## config.mk

```make
export PLATFORM = sky130hd
export DESIGN_NAME = cache_top
export DESIGN_NICKNAME = d
export VERILOG_FILES = /design/src/verilog/cache_pkg.sv /design/src/verilog/line_datapath.sv /design/src/verilog/replace_policy.sv /design/src/verilog/way_array.sv /design/src/verilog/cache_ctrl.sv /design/src/verilog/cache_top.sv
export VERILOG_INCLUDE_DIRS = /design/src /design/src/verilog
export SDC_FILE = /design/constraint.sdc
export NUM_CORES = 2
export LEC_CHECK = 0
export BUFFER_PORTS_ARGS = -buffer_cell sky130_fd_sc_hd__buf_2
export CAP_MARGIN = 20
export CORE_ASPECT_RATIO = 0.8
export CORE_MARGIN = 5
export CORE_UTILIZATION = 30
export CTS_CLUSTER_DIAMETER = 60
export CTS_CLUSTER_SIZE = 14
export DETAILED_ROUTE_END_ITERATION = 7
export HOLD_SLACK_MARGIN = 0.02
export PLACE_DENSITY = 0.42
export SYNTH_ARGS = -nofsm -noshare
export SYNTH_HDL_FRONTEND = slang
export SYNTH_SLANG_ARGS = --single-unit
export TNS_END_PERCENT = 30
```

## constraint.sdc

```tcl
create_clock -name clk -period 20.4 [get_ports clk]
set_input_delay 2.04 -clock clk [delete_from_list [all_inputs] [get_ports clk]]
set_output_delay 2.04 -clock clk [all_outputs]
set_load 0.05 [all_outputs]
```

## src/verilog/cache_macros.svh

```systemverilog
`ifndef CACHE_MACROS_SVH
`define CACHE_MACROS_SVH

// data widths
`define CACHE_WORD_W        32
`define CACHE_LINE_W        128     // one line is also one memory beat

// address split
`define CACHE_ADDR_W        30      // processor word address
`define CACHE_BLOCK_ADDR_W  28      // memory line address
`define CACHE_TAG_W         26
`define CACHE_INDEX_W       2
`define CACHE_OFFSET_W      2       // word within a line

// geometry
`define CACHE_SETS          4
`define CACHE_WAYS          2

`endif

```

## src/verilog/cache_pkg.sv

```systemverilog
`include "cache_macros.svh"

package cache_pkg;

    // one processor address, seen as a lookup key or as a memory line address
    typedef union packed {
        struct packed {
            logic [`CACHE_TAG_W-1:0]    tag;
            logic [`CACHE_INDEX_W-1:0]  index;
            logic [`CACHE_OFFSET_W-1:0] offset;     // lowest bits
        } fields;
        struct packed {
            logic [`CACHE_BLOCK_ADDR_W-1:0] block_addr;
            logic [`CACHE_OFFSET_W-1:0]     offset;
        } block;
    } proc_addr_u;

endpackage

```

## src/verilog/line_datapath.sv

```systemverilog
`timescale 1ns/1ps
`include "cache_macros.svh"

module line_datapath (
    input  logic [`CACHE_LINE_W-1:0]   hit_line,
    input  logic [`CACHE_LINE_W-1:0]   mem_rdata,
    input  logic                       use_mem,
    input  logic [`CACHE_OFFSET_W-1:0] offset,
    input  logic [`CACHE_WORD_W-1:0]   proc_wdata,
    input  logic                       merge,
    output logic [`CACHE_WORD_W-1:0]   word_rdata,
    output logic [`CACHE_LINE_W-1:0]   merged_line
);

    logic [`CACHE_LINE_W-1:0] src_line;

    // refill data bypasses the array
    assign src_line = use_mem ? mem_rdata : hit_line;

    // word k sits at bits 32k upward
    assign word_rdata = src_line[offset*`CACHE_WORD_W +: `CACHE_WORD_W];

    always_comb begin
        merged_line = src_line;
        if (merge) begin
            merged_line[offset*`CACHE_WORD_W +: `CACHE_WORD_W] = proc_wdata;
        end
    end

endmodule

```

## src/verilog/replace_policy.sv

```systemverilog
`timescale 1ns/1ps
`include "cache_macros.svh"

module replace_policy (
    input  logic                       clk,
    input  logic                       proc_reset,
    input  logic [`CACHE_INDEX_W-1:0]  index,
    input  logic [`CACHE_WAYS-1:0]     set_valid,
    input  logic                       touch,
    input  logic                       touch_way,
    output logic                       victim_way
);

    logic mru_q [`CACHE_SETS];      // way used last in each set

    always_comb begin
        if (!set_valid[0]) begin
            victim_way = 1'b0;                      // fill way 0 first
        end else if (!set_valid[1]) begin
            victim_way = 1'b1;
        end else begin
            victim_way = !mru_q[index];             // evict the older way
        end
    end

    always_ff @(posedge clk) begin
        if (proc_reset) begin
            for (int s = 0; s < `CACHE_SETS; s++) begin
                mru_q[s] <= 1'b0;
            end
        end else if (touch) begin
            mru_q[index] <= touch_way;
        end
    end

endmodule

```

## src/verilog/way_array.sv

```systemverilog
`timescale 1ns/1ps
`include "cache_macros.svh"

module way_array
    import cache_pkg::*;
(
    input  logic                       clk,
    input  logic                       proc_reset,
    input  proc_addr_u                 addr,
    input  logic                       line_we,
    input  logic                       line_way,
    input  logic [`CACHE_LINE_W-1:0]   line_wdata,
    output logic                       hit,
    output logic                       hit_way,
    output logic [`CACHE_LINE_W-1:0]   hit_line,
    output logic [`CACHE_WAYS-1:0]     set_valid
);

    logic [`CACHE_WAYS-1:0]     valid_q [`CACHE_SETS];
    logic [`CACHE_TAG_W-1:0]    tag_q   [`CACHE_SETS][`CACHE_WAYS];
    logic [`CACHE_LINE_W-1:0]   line_q  [`CACHE_SETS][`CACHE_WAYS];
    logic [`CACHE_WAYS-1:0]     way_hit;

    assign set_valid = valid_q[addr.fields.index];

    always_comb begin
        for (int w = 0; w < `CACHE_WAYS; w++) begin
            way_hit[w] = set_valid[w] && (tag_q[addr.fields.index][w] == addr.fields.tag);
        end
    end

    assign hit      = |way_hit;
    assign hit_way  = way_hit[1];                       // way 0 unless way 1 matched
    assign hit_line = line_q[addr.fields.index][hit_way];

    always_ff @(posedge clk) begin
        if (proc_reset) begin
            for (int s = 0; s < `CACHE_SETS; s++) begin
                valid_q[s] <= '0;
            end
        end else if (line_we) begin
            valid_q[addr.fields.index][line_way] <= 1'b1;
        end
    end

    always_ff @(posedge clk) begin
        if (line_we) begin
            tag_q[addr.fields.index][line_way]  <= addr.fields.tag;
            line_q[addr.fields.index][line_way] <= line_wdata;
        end
    end

    // refills only go to a missing line, so a tag lives in one way at most
    a_single_hit: assert property (@(posedge clk) disable iff (proc_reset)
        !(way_hit[0] && way_hit[1]));

endmodule

```

## src/verilog/cache_ctrl.sv

```systemverilog
`timescale 1ns/1ps
`include "cache_macros.svh"

module cache_ctrl
    import cache_pkg::*;
(
    input  logic                           clk,
    input  logic                           proc_reset,
    input  logic                           proc_read,
    input  logic                           proc_write,
    input  proc_addr_u                     proc_addr,
    output logic                           proc_stall,
    output logic                           mem_read,
    output logic                           mem_write,
    output logic [`CACHE_BLOCK_ADDR_W-1:0] mem_addr,
    output logic [`CACHE_LINE_W-1:0]       mem_wdata,
    input  logic                           mem_ready,
    input  logic                           hit,
    input  logic                           hit_way,
    input  logic                           victim_way,
    input  logic [`CACHE_LINE_W-1:0]       merged_line,
    output logic                           line_we,
    output logic                           line_way,
    output logic                           use_mem,
    output logic                           merge,
    output logic                           touch,
    output logic                           touch_way
);

    localparam logic [1:0] st_idle       = 2'd0;
    localparam logic [1:0] st_read_wait  = 2'd1;  // refill for a read
    localparam logic [1:0] st_alloc_wait = 2'd2;  // refill for a write miss
    localparam logic [1:0] st_write_wait = 2'd3;  // write-through in flight

    logic [1:0] state;
    logic [1:0] state_nxt;
    logic       sel_way;

    // a hit updates the way it hit, a refill goes to the victim
    assign sel_way   = (state == st_idle) ? hit_way : victim_way;
    assign line_way  = sel_way;
    assign touch_way = sel_way;

    always_comb begin
        state_nxt  = state;
        proc_stall = 1'b0;
        use_mem    = 1'b0;
        merge      = 1'b0;
        line_we    = 1'b0;
        touch      = 1'b0;
        case (state)
            st_idle: begin
                if (proc_read) begin
                    if (hit) begin
                        touch = 1'b1;                   // read hit, no stall
                    end else begin
                        proc_stall = 1'b1;
                        state_nxt  = st_read_wait;
                    end
                end else if (proc_write) begin
                    proc_stall = 1'b1;
                    merge      = 1'b1;
                    if (hit) begin
                        line_we   = 1'b1;               // merge word into hit line
                        touch     = 1'b1;
                        state_nxt = st_write_wait;
                    end else begin
                        state_nxt = st_alloc_wait;
                    end
                end
            end
            st_read_wait: begin
                use_mem    = 1'b1;
                proc_stall = !mem_ready;                // data goes out with mem_ready
                if (mem_ready) begin
                    line_we   = 1'b1;
                    touch     = 1'b1;
                    state_nxt = st_idle;
                end
            end
            st_alloc_wait: begin
                use_mem    = 1'b1;
                merge      = 1'b1;                      // refill line plus new word
                proc_stall = 1'b1;
                if (mem_ready) begin
                    line_we   = 1'b1;
                    touch     = 1'b1;
                    state_nxt = st_write_wait;
                end
            end
            default: begin
                proc_stall = !mem_ready;
                if (mem_ready) begin
                    state_nxt = st_idle;
                end
            end
        endcase
    end

    // memory strobes follow the state we are entering
    always_ff @(posedge clk) begin
        if (proc_reset) begin
            state     <= st_idle;
            mem_read  <= 1'b0;
            mem_write <= 1'b0;
        end else begin
            state     <= state_nxt;
            mem_read  <= (state_nxt == st_read_wait) || (state_nxt == st_alloc_wait);
            mem_write <= (state_nxt == st_write_wait);
        end
    end

    always_ff @(posedge clk) begin
        if (state == st_idle && state_nxt != st_idle) begin
            mem_addr <= proc_addr.block.block_addr;     // held after the transfer
        end
        if (line_we) begin
            mem_wdata <= merged_line;                   // whole line goes through
        end
    end

    a_one_request: assert property (@(posedge clk) disable iff (proc_reset)
        !(proc_read && proc_write));

    // a pending memory request keeps its strobe, address and line until mem_ready
    a_mem_hold: assert property (@(posedge clk) disable iff (proc_reset)
        (mem_read || mem_write) && !mem_ready
        |=> $stable({mem_read, mem_write, mem_addr, mem_wdata}));

endmodule

```

## src/verilog/cache_top.sv

```systemverilog
`timescale 1ns/1ps
`include "cache_macros.svh"

module cache_top
    import cache_pkg::*;
(
    input  logic                           clk,
    input  logic                           proc_reset,
    input  logic                           proc_read,
    input  logic                           proc_write,
    input  proc_addr_u                     proc_addr,
    input  logic [`CACHE_WORD_W-1:0]       proc_wdata,
    output logic                           proc_stall,
    output logic [`CACHE_WORD_W-1:0]       proc_rdata,
    output logic                           mem_read,
    output logic                           mem_write,
    output logic [`CACHE_BLOCK_ADDR_W-1:0] mem_addr,
    output logic [`CACHE_LINE_W-1:0]       mem_wdata,
    input  logic [`CACHE_LINE_W-1:0]       mem_rdata,
    input  logic                           mem_ready
);

    logic                       hit;
    logic                       hit_way;
    logic [`CACHE_LINE_W-1:0]   hit_line;
    logic [`CACHE_WAYS-1:0]     set_valid;
    logic                       victim_way;
    logic                       line_we;
    logic                       line_way;
    logic                       use_mem;
    logic                       merge;
    logic                       touch;
    logic                       touch_way;
    logic [`CACHE_LINE_W-1:0]   merged_line;
    logic [`CACHE_WORD_W-1:0]   word_rdata;

    cache_ctrl i_ctrl (
        .clk         (clk),
        .proc_reset  (proc_reset),
        .proc_read   (proc_read),
        .proc_write  (proc_write),
        .proc_addr   (proc_addr),
        .proc_stall  (proc_stall),
        .mem_read    (mem_read),
        .mem_write   (mem_write),
        .mem_addr    (mem_addr),
        .mem_wdata   (mem_wdata),
        .mem_ready   (mem_ready),
        .hit         (hit),
        .hit_way     (hit_way),
        .victim_way  (victim_way),
        .merged_line (merged_line),
        .line_we     (line_we),
        .line_way    (line_way),
        .use_mem     (use_mem),
        .merge       (merge),
        .touch       (touch),
        .touch_way   (touch_way)
    );

    way_array i_ways (
        .clk        (clk),
        .proc_reset (proc_reset),
        .addr       (proc_addr),
        .line_we    (line_we),
        .line_way   (line_way),
        .line_wdata (merged_line),      // refill or merged write line
        .hit        (hit),
        .hit_way    (hit_way),
        .hit_line   (hit_line),
        .set_valid  (set_valid)
    );

    replace_policy i_repl (
        .clk        (clk),
        .proc_reset (proc_reset),
        .index      (proc_addr.fields.index),
        .set_valid  (set_valid),
        .touch      (touch),
        .touch_way  (touch_way),
        .victim_way (victim_way)
    );

    line_datapath i_dp (
        .hit_line    (hit_line),
        .mem_rdata   (mem_rdata),
        .use_mem     (use_mem),
        .offset      (proc_addr.fields.offset),
        .proc_wdata  (proc_wdata),
        .merge       (merge),
        .word_rdata  (word_rdata),
        .merged_line (merged_line)
    );

    assign proc_rdata = word_rdata;     // valid only when a read completes

endmodule

```

==> results.rst <==
.. list-table::
   :header-rows: 1

   * - Metric
     - Value
   * - Result of the run
     - complete, no violations
   * - Fmax
     - 0.0985 GHz
   * - TritonCTS clock tree
     - done
   * - Aggregate global-route resource usage
     - 19.1%
   * - Warnings from Yosys
     - 0
   * - Num ports
     - 386
   * - Class of the tightest hold or removal check
     - reg -> reg
   * - Launch instance of the worst register-to-register path
     - i_ways.tag_q[3][2]$_DFFE_PP_
   * - Tightest slew margin relative to the limit
     - 18.8%
   * - Crit end category
     - output port
   * - TritonCTS Sinks
     - 1404
   * - Unrepaired setup endpoints after global routing
     - no
   * - Post-DRT Antenna Nets
     - 0
   * - Vias in the first global route
     - 31.0k
   * - Highest net fanout along the worst path
     - 69
   * - Biggest area consumer among synthesized cells
     - edfxtp_1
   * - Post-synthesis sequential area ratio
     - 74.9%
   * - Count of flip-flops with a built-in enable after synthesis
     - 1400
   * - Number of distinct library cells after synthesis
     - 62
   * - Routed WL
     - 191000 µm
   * - CP Launch Type
     - primary input
   * - Width of the die
     - 494 µm
   * - Area growth syn-to-layout
     - 16.7%
   * - Final standard cell utilization of the core
     - 35.1%
   * - Register clock-pin slew on the reported worst setup and hold paths
     - 60 ps
   * - Cell at the root of the clock tree
     - clkbuf_16
   * - Worst Hold Endpoint
     - i_ctrl.state[0]$_SDFF_PP0_
   * - Post-CTS Hold Buffers
     - 0
   * - Quantity of I/O buffers inserted on ports
     - 385
   * - Layout Skew
     - 38.0 ps
   * - Syn Std Cell Area
     - 56300 µm²
   * - Full die area
     - 196000 µm²
   * - Placed wire-length estimate
     - 121000 µm
   * - Vert. Die Dim
     - 397 µm
   * - Path depth of the worst reg2reg path
     - 11
   * - Mean routed wirelength per cell
     - 32.4 µm
   * - Hold Path Depth
     - 4
   * - Post-CTS setup buffer count
     - 0
   * - #FFs+latches synth
     - 1404
   * - Time the final worst path needs with I/O delays and setup
     - 10150 ps
   * - Standard-cell row count
     - 142
   * - Final #Nets
     - 3490
   * - Final setup slack of the worst path
     - 10250 ps
   * - Proportion of synthesized flip-flops having asynchronous set or reset
     - 0%
   * - Cell types with the largest area share after synthesis
     - edfxtp_1 75%, mux4_2 12%, o21ai_0 1.4%
   * - Number of optimization iterations in the first detailed-route pass
     - 5
   * - Worst hold slack after final layout
     - 833 ps
   * - Final clock period utilization by the worst path
     - 49.8%
   * - R2R Setup Slk
     - 13960 ps
   * - Worst setup slack before clock tree synthesis
     - 10250 ps
   * - Iteration-0 DRC Markers
     - 3239
   * - Std-Cell Core Area
     - 187000 µm²
   * - Setup_tns
     - 0 ps
   * - Type of the setup path with the least slack
     - in -> out
   * - Post-route total power
     - 7.26 mW
   * - VDD IR max
     - 0.0508 mV
   * - Placer's final routability congestion estimate
     - 0.852
   * - Endpoints failing hold
     - 0
   * - GR Overflow Total
     - 0
   * - Final setup violation count
     - 0
   * - First-pass GRT wire length
     - 263000 µm
   * - Final-layout fill cell count
     - 17.6k
   * - Sequential cell area
     - 42100 µm²
   * - Number of cells upsized or downsized after cts
     - 0
   * - Data required time at the worst endpoint
     - 18360 ps
   * - Average via count per standard cell
     - 5.26
   * - DRC violation count after routing
     - 0
   * - Multi-input gate area in the final layout
     - 13400 µm²
   * - Post-Synthesis Net Count
     - 3058
   * - Clock insertion delay at the later pin of the skew report
     - 790 ps
   * - Total number of vias
     - 31.0k
   * - Data arrival at the endpoint of the critical path
     - 8110 ps
   * - Hold_sp
     - i_ctrl.state[0]$_SDFF_PP0_
   * - CTS buffer count
     - 133
   * - Transition at the pin with the smallest max-transition slack
     - 1210 ps
   * - Endpoint of the worst register-to-register path
     - i_ways.line_q[0][20]$_DFFE_PP_
   * - Top cell type's share of synthesized area
     - 74.7%
   * - Dominant register cell in the synthesized netlist
     - edfxtp_1
   * - Antenna violations before repair
     - 50
   * - Pin count of the biggest net entering global routing
     - 106
   * - Initial Util
     - 30.1%
   * - P_leak
     - 20.7 nW
   * - Post-synthesis cell count
     - 2853
   * - Number of H-tree levels
     - 4
   * - Final Slew Violations
     - 0
   * - Max capacitance violation total
     - 0
   * - CTS Buffer Depth
     - 3
   * - Fraction of final layout cells with drive strength greater than 1
     - 31.5%
   * - Post-synthesis area per instance
     - 19.7 µm²
   * - Pwr Density
     - 111 nW/µm²
-- cells in the final DEF, fill, tap and decap left out, drive strengths merged, types with 8 or more instances in the layout --
master	count
nor2b	67
xor2	12
o21ai	165
nor2	34
ha	10
buf	462
a22o	65
o211ai	65
a21oi	105
nand2b	36
mux2	64
nand2	43
a211oi	33
diode	13
edfxtp	1400
clkinv	28
xnor2	35
mux2i	59
o21bai	8
inv	25
clkbuf	166
or2	8
nand3	34
mux4	300
bufinv	8
a31oi	65
-- worst max-delay path, cell delays in order --
cell and delay [ps]:
buf_8 570, buf_4 760, mux4_2 610, xnor2_1 170, nand3_1 190, or3_2 450
buf_4 290, nor2_4 130, buf_4 510, buf_4 680, mux2_2 430, o211ai_1 460
o211ai_1 190, buf_2 270
-- flip-flops by register name (all words and copies together), names as in the netlist --
| name | count |
|---|---|
| i_ways.valid_q | 8 |
| i_ways.tag_q | 208 |
| i_ctrl.mem_wdata | 128 |
| i_ways.line_q | 1024 |
| i_ctrl.state | 2 |
| i_repl.mru_q | 4 |
| i_ctrl.mem_read | 1 |
| i_ctrl.mem_addr | 28 |
| i_ctrl.mem_write | 1 |
-- metal layers --
layer,GRT usage (%),vias up,part of all wire (%)
li1,-,12700,-
met1,27.4,16800,45
met2,30.1,1222,47
met3,3.52,243,6.1
met4,4.69,0,2.5
met5,0,-,0
-- where the power goes --
part	leakage [nW]	total [mW]	switching, mW	internal (mW)
Clock	2.02	2.46	1.12	1.34
Combinational	5.93	1.25	0.946	0.301
Sequential	12.7	3.55	0.0452	3.51
-- cells in the mapped netlist (5+ instances only) --
| cell type | count |
|---|---|
| mux4_2 | 299 |
| buf_2 | 39 |
| o21ai_1 | 11 |
| mux2i_1 | 59 |
| nor2b_1 | 67 |
| buf_1 | 16 |
| buf_4 | 5 |
| nor3_1 | 6 |
| a21oi_1 | 104 |
| edfxtp_1 | 1400 |
| ha_1 | 10 |
| nand2_1 | 43 |
| nor4_1 | 5 |
| o21bai_1 | 8 |
| a211oi_1 | 32 |
| o211ai_1 | 65 |
| nand2b_1 | 36 |
| xnor2_1 | 35 |
| inv_1 | 11 |
| o22ai_1 | 5 |
| mux2_2 | 64 |
| or2_2 | 7 |
| a22o_1 | 65 |
| o21ai_0 | 153 |
| clkbuf_1 | 111 |
| nand3_1 | 34 |
| xor2_1 | 12 |
| nor2_1 | 33 |
| a31oi_1 | 65 |
| nand4_1 | 7 |
-- cells by family after synthesis --
logic type | share of synthesized area (%)
multiplexers | 14.3
XOR/XNOR | 0.732
AO/OA/AOI/OAI | 5.83
buffers and inverters | 1.50
AND/OR/NAND/NOR | 2.51
adder cells (fa/ha/maj) | 0.222
flip-flops | 74.9
-- area by class of cell --
class | instances | area share [%]
Inverter | 11 | 0.0629
Tap cell | 2520 | 4.80
Multi-Input combinational cell | 1260 | 20.5
Clock inverter | 55 | 1.07
Antenna cell | 13 | 0.0495
Timing Repair Buffer | 475 | 4.13
Clock buffer | 153 | 5.29
Sequential cell | 1404 | 64.1
-- how the worst max path moves through the flow --
| stage | start | end | slack (ps) | cells after the start |
|---|---|---|---|---|
| final | proc_addr[2] | proc_rdata[19] | 10250 | 14 |
| after global routing | proc_addr[2] | proc_rdata[19] | 9960 | 14 |
| after CTS | proc_addr[2] | proc_rdata[19] | 10200 | 15 |
| after detailed placement | proc_addr[2] | proc_rdata[19] | 10250 | 15 |
| after global placement | proc_addr[2] | proc_rdata[31] | 10260 | 14 |
| after floorplan | proc_addr[2] | i_ways.valid_q[3][1]$_DFFE_PP_ | 8840 | 13 |
-- metrics by stage --
step	cell area, µm²	cells
6_report	65700	5891
3_3_place_gp	61200	5644
3_5_place_dp	61300	5651
2_1_floorplan	56300	2853
4_1_cts	65500	5859
5_1_grt	65700	5884
Note: power is estimated with default switching activity, not from simulation.
